File: src/source/issue_pkg.sv
package issue_pkg;

	localparam int WORD_W = 16;
	localparam int TAG_W = 3;
	localparam int REG_W = 3;
	localparam int NUM_ALU_RS = 3;
	localparam int STATION_W = 2; // Enough ids for NUM_ALU_RS stations

	// LC-3b opcode field, bits 15..12
	typedef enum logic [3:0] {
		op_br   = 4'b0000,
		op_add  = 4'b0001,
		op_ldb  = 4'b0010,
		op_stb  = 4'b0011,
		op_jsr  = 4'b0100,
		op_and  = 4'b0101,
		op_ldr  = 4'b0110,
		op_str  = 4'b0111,
		op_rti  = 4'b1000,
		op_not  = 4'b1001,
		op_ldi  = 4'b1010,
		op_sti  = 4'b1011,
		op_jmp  = 4'b1100,
		op_shf  = 4'b1101,
		op_lea  = 4'b1110,
		op_trap = 4'b1111
	} opcode_t;

	typedef struct packed {
		logic valid;
		logic [TAG_W-1:0] tag;
		logic [WORD_W-1:0] data;
	} cdb_t;

	typedef struct packed {
		logic busy;
		logic [TAG_W-1:0] rob_entry; // Producer of the pending value
		logic [WORD_W-1:0] data;
	} reg_status_t;

	typedef struct packed {
		logic valid;
		logic [WORD_W-1:0] value;
	} rob_read_t;

	typedef struct packed {
		logic ready;
		logic [WORD_W-1:0] value;
		logic [TAG_W-1:0] tag;
	} operand_t;

	typedef struct packed {
		opcode_t opcode;
		logic [REG_W-1:0] dest;
		logic [REG_W-1:0] sr1;
		logic [REG_W-1:0] sr2;
		logic imm; // Bit 5 of the word
		logic [WORD_W-1:0] sext5;
		logic [WORD_W-1:0] adj6;
		logic [WORD_W-1:0] adj9;
		logic is_alu;
		logic is_load;
		logic is_store;
		logic is_branch;
		logic is_lea;
	} decoded_t;

	typedef struct packed {
		logic valid;
		logic [STATION_W-1:0] station;
		opcode_t opcode;
		logic [WORD_W-1:0] vj;
		logic [TAG_W-1:0] qj;
		logic j_ready;
		logic [WORD_W-1:0] vk;
		logic [TAG_W-1:0] qk;
		logic k_ready;
		logic [TAG_W-1:0] dest_tag;
	} alu_issue_t;

	typedef struct packed {
		logic valid;
		logic is_store;
		operand_t base;
		operand_t src;
		logic [WORD_W-1:0] offset;
		logic [TAG_W-1:0] dest_tag;
	} lsq_issue_t;

	typedef struct packed {
		logic valid;
		opcode_t opcode;
		logic [REG_W-1:0] dest;
		logic [WORD_W-1:0] value;
	} rob_issue_t;

	typedef struct packed {
		logic valid;
		logic [REG_W-1:0] idx;
		logic [TAG_W-1:0] tag;
	} reg_claim_t;

	typedef struct packed {
		logic valid;
		logic [WORD_W-1:0] target;
	} redirect_t;

endpackage
File: src/source/issue_top.sv
module issue_top
	import issue_pkg::*;
(
	input logic clk,
	input logic reset,
	input logic [WORD_W-1:0] instr,
	input logic [WORD_W-1:0] curr_pc,
	input logic instr_valid,
	input logic predict_taken,
	output logic instr_ready,
	input cdb_t cdb,
	input logic [NUM_ALU_RS-1:0] rs_busy,
	input logic lsq_full,
	input logic rob_full,
	input logic [TAG_W-1:0] rob_addr,
	output logic [TAG_W-1:0] rob_rd_addr1,
	output logic [TAG_W-1:0] rob_rd_addr2,
	input rob_read_t rob_rd1,
	input rob_read_t rob_rd2,
	output logic [REG_W-1:0] sr1_idx,
	output logic [REG_W-1:0] sr2_idx,
	output logic [REG_W-1:0] dest_idx,
	input reg_status_t sr1_status,
	input reg_status_t sr2_status,
	input reg_status_t dest_status,
	output alu_issue_t alu_issue,
	output lsq_issue_t lsq_issue,
	output rob_issue_t rob_issue,
	output reg_claim_t reg_claim,
	output redirect_t redirect
);

	decoded_t dec;
	operand_t sr1_opnd;
	operand_t sr2_opnd;
	operand_t src_opnd;

	// Register file lookups straight from decode
	assign sr1_idx = dec.sr1;
	assign sr2_idx = dec.sr2;
	assign dest_idx = dec.dest;

	instr_decode i_decode (
		.instr(instr),
		.dec(dec)
	);

	operand_resolve i_sr1_resolve (
		.status(sr1_status),
		.cdb(cdb),
		.rob_read(rob_rd1),
		.opnd(sr1_opnd)
	);

	operand_resolve i_sr2_resolve (
		.status(sr2_status),
		.cdb(cdb),
		.rob_read(rob_rd2),
		.opnd(sr2_opnd)
	);

	// Store source shares ROB port 2 with sr2
	operand_resolve i_src_resolve (
		.status(dest_status),
		.cdb(cdb),
		.rob_read(rob_rd2),
		.opnd(src_opnd)
	);

	issue_control i_control (
		.clk(clk),
		.reset(reset),
		.dec(dec),
		.instr_valid(instr_valid),
		.curr_pc(curr_pc),
		.predict_taken(predict_taken),
		.rob_full(rob_full),
		.lsq_full(lsq_full),
		.rs_busy(rs_busy),
		.rob_addr(rob_addr),
		.sr1_opnd(sr1_opnd),
		.sr2_opnd(sr2_opnd),
		.src_opnd(src_opnd),
		.sr1_status(sr1_status),
		.sr2_status(sr2_status),
		.dest_status(dest_status),
		.instr_ready(instr_ready),
		.rob_rd_addr1(rob_rd_addr1),
		.rob_rd_addr2(rob_rd_addr2),
		.alu_issue(alu_issue),
		.lsq_issue(lsq_issue),
		.rob_issue(rob_issue),
		.reg_claim(reg_claim),
		.redirect(redirect)
	);

endmodule

File: src/source/issue_control.sv
module issue_control
	import issue_pkg::*;
(
	input logic clk,
	input logic reset,
	input decoded_t dec,
	input logic instr_valid,
	input logic [WORD_W-1:0] curr_pc,
	input logic predict_taken,
	input logic rob_full,
	input logic lsq_full,
	input logic [NUM_ALU_RS-1:0] rs_busy,
	input logic [TAG_W-1:0] rob_addr,
	input operand_t sr1_opnd,
	input operand_t sr2_opnd,
	input operand_t src_opnd,
	input reg_status_t sr1_status,
	input reg_status_t sr2_status,
	input reg_status_t dest_status,
	output logic instr_ready,
	output logic [TAG_W-1:0] rob_rd_addr1,
	output logic [TAG_W-1:0] rob_rd_addr2,
	output alu_issue_t alu_issue,
	output lsq_issue_t lsq_issue,
	output rob_issue_t rob_issue,
	output reg_claim_t reg_claim,
	output redirect_t redirect
);

	logic is_mem;
	logic stall;
	logic xfer;
	logic keep;
	logic shadow; // Next transfer is on the wrong path
	logic [STATION_W-1:0] station;
	logic [WORD_W-1:0] br_target;

	assign is_mem = dec.is_load || dec.is_store;

	assign stall = instr_valid && (rob_full
		|| (dec.is_alu && (&rs_busy))
		|| (is_mem && lsq_full));
	assign instr_ready = !stall;

	assign xfer = instr_valid && instr_ready;
	assign keep = xfer && !shadow && !reset; // Nothing dispatches in reset

	// Store data sits in the dest field, so port 2 follows it for STR
	assign rob_rd_addr1 = sr1_status.rob_entry;
	assign rob_rd_addr2 = dec.is_store ? dest_status.rob_entry : sr2_status.rob_entry;

	always_ff @(posedge clk)
	begin
		if (reset)
			shadow <= 1'b0;
		else if (xfer)
			shadow <= keep && dec.is_branch && predict_taken;
	end

	// Lowest free station wins
	always_comb
	begin
		station = '0;
		for (int i = NUM_ALU_RS - 1; i >= 0; i--)
		begin
			if (!rs_busy[i])
				station = STATION_W'(i);
		end
	end

	assign br_target = curr_pc + dec.adj9;

	always_comb
	begin
		alu_issue.valid = keep && dec.is_alu;
		alu_issue.station = station;
		alu_issue.opcode = dec.opcode;
		alu_issue.vj = sr1_opnd.value;
		alu_issue.qj = sr1_opnd.tag;
		alu_issue.j_ready = sr1_opnd.ready;
		if (dec.imm)
		begin
			alu_issue.vk = dec.sext5;
			alu_issue.qk = '0;
			alu_issue.k_ready = 1'b1;
		end
		else
		begin
			alu_issue.vk = sr2_opnd.value;
			alu_issue.qk = sr2_opnd.tag;
			alu_issue.k_ready = sr2_opnd.ready;
		end
		alu_issue.dest_tag = rob_addr;
	end

	always_comb
	begin
		lsq_issue.valid = keep && is_mem;
		lsq_issue.is_store = dec.is_store;
		lsq_issue.base = sr1_opnd;
		lsq_issue.src = src_opnd; // Only meaningful for STR
		lsq_issue.offset = dec.adj6;
		lsq_issue.dest_tag = rob_addr;
	end

	always_comb
	begin
		rob_issue.valid = keep && (dec.is_alu || is_mem || dec.is_branch || dec.is_lea);
		rob_issue.opcode = dec.opcode;
		rob_issue.dest = dec.is_store ? '0 : dec.dest;
		if (dec.is_branch)
			rob_issue.value = predict_taken ? curr_pc : br_target; // Keep the other path
		else if (dec.is_lea)
			rob_issue.value = br_target;
		else
			rob_issue.value = '0;
	end

	always_comb
	begin
		reg_claim.valid = keep && (dec.is_alu || dec.is_load || dec.is_lea);
		reg_claim.idx = dec.dest;
		reg_claim.tag = rob_addr;

		redirect.valid = keep && dec.is_branch && predict_taken;
		redirect.target = br_target;
	end

endmodule

File: src/source/operand_resolve.sv
module operand_resolve
	import issue_pkg::*;
(
	input reg_status_t status,
	input cdb_t cdb,
	input rob_read_t rob_read,
	output operand_t opnd
);

	logic cdb_hit;

	// Broadcast carries the tag this register waits on
	assign cdb_hit = cdb.valid && (cdb.tag == status.rob_entry);

	always_comb
	begin
		opnd.tag = status.rob_entry;
		if (!status.busy)
		begin
			opnd.ready = 1'b1;
			opnd.value = status.data;
		end
		else if (cdb_hit)
		begin
			opnd.ready = 1'b1;
			opnd.value = cdb.data;
		end
		else if (rob_read.valid)
		begin
			opnd.ready = 1'b1; // Finished but not yet committed
			opnd.value = rob_read.value;
		end
		else
		begin
			opnd.ready = 1'b0;
			opnd.value = '0;
		end
	end

endmodule

File: src/source/instr_decode.sv
module instr_decode
	import issue_pkg::*;
(
	input logic [WORD_W-1:0] instr,
	output decoded_t dec
);

	opcode_t op;

	assign op = opcode_t'(instr[15:12]);

	always_comb
	begin
		dec.opcode = op;
		dec.dest = instr[11:9];
		dec.sr1 = instr[8:6];
		dec.sr2 = instr[2:0];
		dec.imm = instr[5];

		// Immediates, the two offsets are word aligned
		dec.sext5 = {{(WORD_W-5){instr[4]}}, instr[4:0]};
		dec.adj6 = {{(WORD_W-7){instr[5]}}, instr[5:0], 1'b0};
		dec.adj9 = {{(WORD_W-10){instr[8]}}, instr[8:0], 1'b0};

		dec.is_alu = 1'b0;
		dec.is_load = 1'b0;
		dec.is_store = 1'b0;
		dec.is_branch = 1'b0;
		dec.is_lea = 1'b0;

		case (op)
			op_add, op_and, op_not:
			begin
				dec.is_alu = 1'b1;
			end
			op_ldr:
			begin
				dec.is_load = 1'b1;
			end
			op_str:
			begin
				dec.is_store = 1'b1;
			end
			op_br:
			begin
				dec.is_branch = 1'b1;
			end
			op_lea:
			begin
				dec.is_lea = 1'b1;
			end
			default: ; // Unsupported opcodes get no class and are dropped at issue
		endcase
	end

endmodule

File: config.mk
export PLATFORM = sky130hd
export DESIGN_NAME = issue_top
export DESIGN_NICKNAME = d
export VERILOG_FILES = /design/src/source/issue_pkg.sv /design/src/source/issue_top.sv /design/src/source/issue_control.sv /design/src/source/operand_resolve.sv /design/src/source/instr_decode.sv
export SDC_FILE = /design/constraint.sdc
export NUM_CORES = 1
export LEC_CHECK = 0
export BUFFER_PORTS_ARGS = -buffer_cell sky130_fd_sc_hd__buf_2
export CAP_MARGIN = 10
export CORE_AREA = 2 2 128 130
export CTS_BUF_LIST = sky130_fd_sc_hd__clkbuf_16
export DETAILED_ROUTE_END_ITERATION = 8
export DIE_AREA = 0 0 130 132
export RECOVER_POWER = 25
export REMOVE_ABC_BUFFERS = 1
export SYNTH_ARGS = -nofsm -noshare
export SYNTH_HDL_FRONTEND = slang
export SYNTH_SLANG_ARGS = --single-unit
File: constraint.sdc
create_clock -name clk -period 2.29 [get_ports clk]
set_input_delay 0 -clock clk [delete_from_list [all_inputs] [get_ports clk]]
set_output_delay 0 -clock clk [all_outputs]
set_load 0.03 [all_outputs]
---- Yosys cells after proc, flatten, opt, wreduce, memory -nomap -nowiden ----
Index checks and enable logic that the tools add are counted.
cells by class
  equal/unequal tests ..................... 9
  reduce and logical (&&, ||, !) cells .... 29
  add/sub/neg operators ................... 1
  muxes and demuxes ....................... 22
operator list
  operator                                       count
  2-to-1 mux 17 bit                              8
  2-to-1 mux 16 bit                              3
  2-to-1 mux 20 bit                              1
  adder 16 bit                                   1
  logical AND 1 bit                              15
  == test 4 x 3 -> 1 bit, second input constant  3
  == test 3 bit                                  3
  == test 4 bit, second input constant           2
  logical OR 1 bit                               8
  2-to-1 mux 2 bit                               3
  2-to-1 mux 3 bit                               2
  2-to-1 mux 1 bit                               5
  == test 4 x 1 -> 1 bit, second input constant  1
  zero test 4 bit                                1
  zero test 1 bit                                3
  AND reduction 3 bit                            1
  OR reduction 3 bit                             1
storage, ports and cells
  word-level logic and storage cells ...... 62
  register bits after elaboration ......... 1
  output and inout port bits .............. 175
  input port bits ......................... 158

---- Logic depth before layout (Yosys ltp) ----
  depth after elaboration ................. 13
  depth in mapped cells ................... 8
  depth with buffers taken out ............ 8

---- Hierarchy ----
A second synthesis with hierarchy kept.
second synthesis, totals
  cells, all modules ...................... 662
  area total of the unflattened synthesis .. 4738.3 um2
modules (own cells, without submodules)
  module           area each (um2)  instances  sequential area each (um2)  cells each
  issue_control    2158.3           1          20.0                        289
  operand_resolve  685.7            3          0.0                         101
  instr_decode     523.0            1          0.0                         70

---- Worst setup path after synthesis ----
Ideal clock, no wire load.
  kind .................................... in2out
  from .................................... input port instr[0]
  to ...................................... output port rob_issue[9] (netlist bit)
  arrival ................................. 2380 ps
  slack ................................... -90 ps
  required time ........................... 2290 ps
  cell stages on the path ................. 8
  path buffers ............................ 0
  cells stage by stage .................... ha_1 > fa_1 > a21oi_4 > o21ai_1 > a2111oi_0 > nor3_1 > xor2_1 > a22o_1
RTL lines
  what             RTL line         source
  start, declared  issue_top.sv:6   input logic [WORD_W-1:0] instr,
  end, declared    issue_top.sv:28  output rob_issue_t rob_issue,

==> flow_summary_export.csv <==
group,metric,value,unit
global_routing,grt_max_degree,36,
finish,fin_util,28.10,%
power_and_ir_drop,irDropWorstVdd,0.1607,mV
drt,drc_errors,0,
drt,post_drt_wl_per_cell,15.82,µm
global_routing,grt_usage,16.31,%
place,placed_cells,966,
sta,finClkSkew,0,ps
worst_setup_path,worstPathMaxFanout,3,
finish,fin_nets,925,
power_and_ir_drop,power_leakage,2.162,nW
hold_path,hp-class,"in2out",
drt,first_pass_iters,5,
floorplan,num_io_pins,333,
yosys,synth-seq-area-share,0.6302,%
worst_setup_path,rr_worst_depth,2,
global_routing,antenna_found_initial,0,
place,place_ws,-126.6,ps
power_and_ir_drop,power_density,334.7,nW/µm²
finish,drive_gt1_share,42.80,%
drt,drt_iter0_markers,141,
hold_path,worstHoldStart,"rob_addr[0]",
worst_setup_path,critPathRequiredTime,2290,ps
drt,antenna_left,0,
yosys,ys_seq_elements,1,
place,portBuffers,319,
sta,whs,0.3950,ps
sta,tns,0,ps
run_status,outcome,"complete, no violations",
floorplan,rows,46,
worst_setup_path,cp.arrival,2210,ps
sta,maxSlewViolCount,0,
finish,regArea,20.02,µm²
global_routing,grt_pass1_vias,4084,
drt,vias_per_cell,4.637,
floorplan,start_util,20.22,%
yosys,synth.distinct_cells,58,
sta,rsz0062_at_grt,"false",
floorplan,core,15710,µm²
finish,n_antenna_cell,0,
sta,layout_setup_ws,78.50,ps
floorplan,die_area,17160,µm²
finish,num-fill-cells,1833,
sta,worst_pin_slew,739.2,ps
finish,regMostFlops,"i_control.shadow",
yosys,synth_top_flop_cell,"dfxtp_1",
finish,multi_input_area,2419,µm²
sta,setup_viol,0,
finish,instances_no_fill,966,
yosys,synthesis.area,3177,µm²
place,globalplace.congestion,0.8763,
sta,max_slew_margin,50.58,%
yosys,synth_edf_count,0,
worst_setup_path,end_kind,"output port",
finish,top_regs,"i_control.shadow: 1 flops",
sta,hold_violations,0,
place,dpl.hpwl,13.11,mm
sta,fin_crit_sh,96.57,%
worst_setup_path,rr_startpoint,"i_control.shadow",
finish,area_growth,38.99,%
worst_setup_path,startpoint_type,"input port",
job,cap_violations,0,
worst_setup_path,crit_start,"instr[0]",
worst_setup_path,worstSetupPathType,"in2out",
cts,clk_latency,0,ps
sta,clock.fmax,0.4522,GHz
floorplan,die_h,132,µm
cts,cts_setup_buffers,0,
yosys,yosys_warnings,0,
yosys,syn_area_per_cell,6.040,µm²
drt,num_vias,4479,
global_routing,grt_pass1_wl,22.27,mm
yosys,async_reset_ff_share,0,%
global_routing,overflow,0,
floorplan,die_w,130,µm
yosys,syn_inst,526,
drt,wl,15.29,mm
cts,cts_hold_buf,0,
hold_path,holdPathStages,0,
finish,largest_reg_flops,1,
sta,fin_crit,2211,ps
==> report_power, final <==
group	switching (W)	internal (W)	total, W
Combinational	0.000998	0.000462	0.00146
Clock	0	0	0
Sequential	0.0000000566	0.0000179	0.0000179
==> cell usage after synthesis, drive strengths merged (2+ instances only) <==
cell     count  area [µm²]
a21o         5       37.54
o21bai       2       15.01
buf         82       624.3
nand3b       3       22.52
nor2b        4       25.02
nor3         6       30.03
or4b         2       23.77
or3          4       25.02
nor2        48       180.2
nand4        3       18.77
ha          14       175.2
and2b        2       16.27
and2         6       38.79
nand2b       3       18.77
and4         3       26.28
and3         3       30.03
clkbuf      29       108.9
o21a         2       15.01
nand2       88       330.3
inv          7       26.28
nand3       44       220.2
xnor2       14       122.6
a22o         8       70.07
a21oi       20       115.1
a31oi       32       200.2
a2111oi      2       17.52
o21ai       45       229.0
o211ai      19       156.4
mux2         3       33.78
o22ai        2       12.51
xor2         6       52.55
==> per-stage QoR <==
stage / area, µm² / total power (W)
2_1_floorplan: 2444 / 0.0008139
3_3_place_gp: 4431 / 0.001479
3_5_place_dp: 4431 / 0.001482
4_1_cts: 4452 / 0.001491
5_1_grt: 4415 / 0.001592
6_report: 4415 / 0.001478
==> final timing paths <==
path	end	slack, ps
worst max register to register	i_control.shadow	1440
worst min register to register	i_control.shadow	450
worst max-delay path	rob_issue[15]	80
worst min-delay path	reg_claim[0]	0.4
==> routing by layer <==
| layer | wire length [µm] | vias up | global-route usage, % |
|---|---|---|---|
| met4 | 246 | 0 | 1.912 |
| met3 | 1182 | 12 | 1.705 |
| li1 | - | 2243 | - |
| met2 | 7491 | 243 | 30.95 |
| met1 | 6365 | 1981 | 20.06 |
| met5 | 0 | - | 0 |
==> kinds of logic after synthesis <==
| logic type | after synthesis | synth area share [%] |
|---|---|---|
| flip-flops | 1 | 0.6302 |
| AND/OR/NAND/NOR | 222 | 32.49 |
| buffers and inverters | 118 | 23.91 |
| XOR/XNOR | 20 | 5.514 |
| AO/OA/AOI/OAI | 145 | 29.82 |
| other | 1 | 0.1180 |
| adder cells (fa/ha/maj) | 15 | 6.144 |
| multiplexers | 4 | 1.378 |
==> worst max-delay path, cell delays in order <==
cell      delay [ps]
buf_2            130
ha_4             160
fa_2             370
a21oi_4          190
o211ai_4         100
and3_4           190
or4b_4           510
a41o_1           190
a22o_1           240
buf_6            140
==> final cells by class <==
type | count | share of cell area, %
Inverter | 7 | 0.5951
Multi-Input combinational cell | 407 | 54.77
Sequential cell | 1 | 0.4534
Tap cell | 216 | 6.121
Timing Repair Buffer | 335 | 38.06
==> repair_timing <==
action                                  in CTS  in global routing
pin swaps                                    3                  6
gates resized for setup                      5                  2
endpoints found under the setup margin       3                  2
endpoints found under the hold margin        0                  0
==> placed cells by master, fill, tap and decap left out, drive strengths merged, types with 3 or more instances in the layout <==
cell type and instances:
a21o 5, a21oi 20, a22o 8, a31oi 32
and2 6, and3 3, and4 3, buf 301
clkbuf 34, ha 14, inv 7, mux2 3
nand2 88, nand2b 3, nand3 44, nand3b 3
nand4 3, nor2 48, nor2b 4, nor3 6
o211ai 19, o21ai 45, or3 4, xnor2 14
xor2 6
No activity file was read; power rests on OpenSTA's default activity.
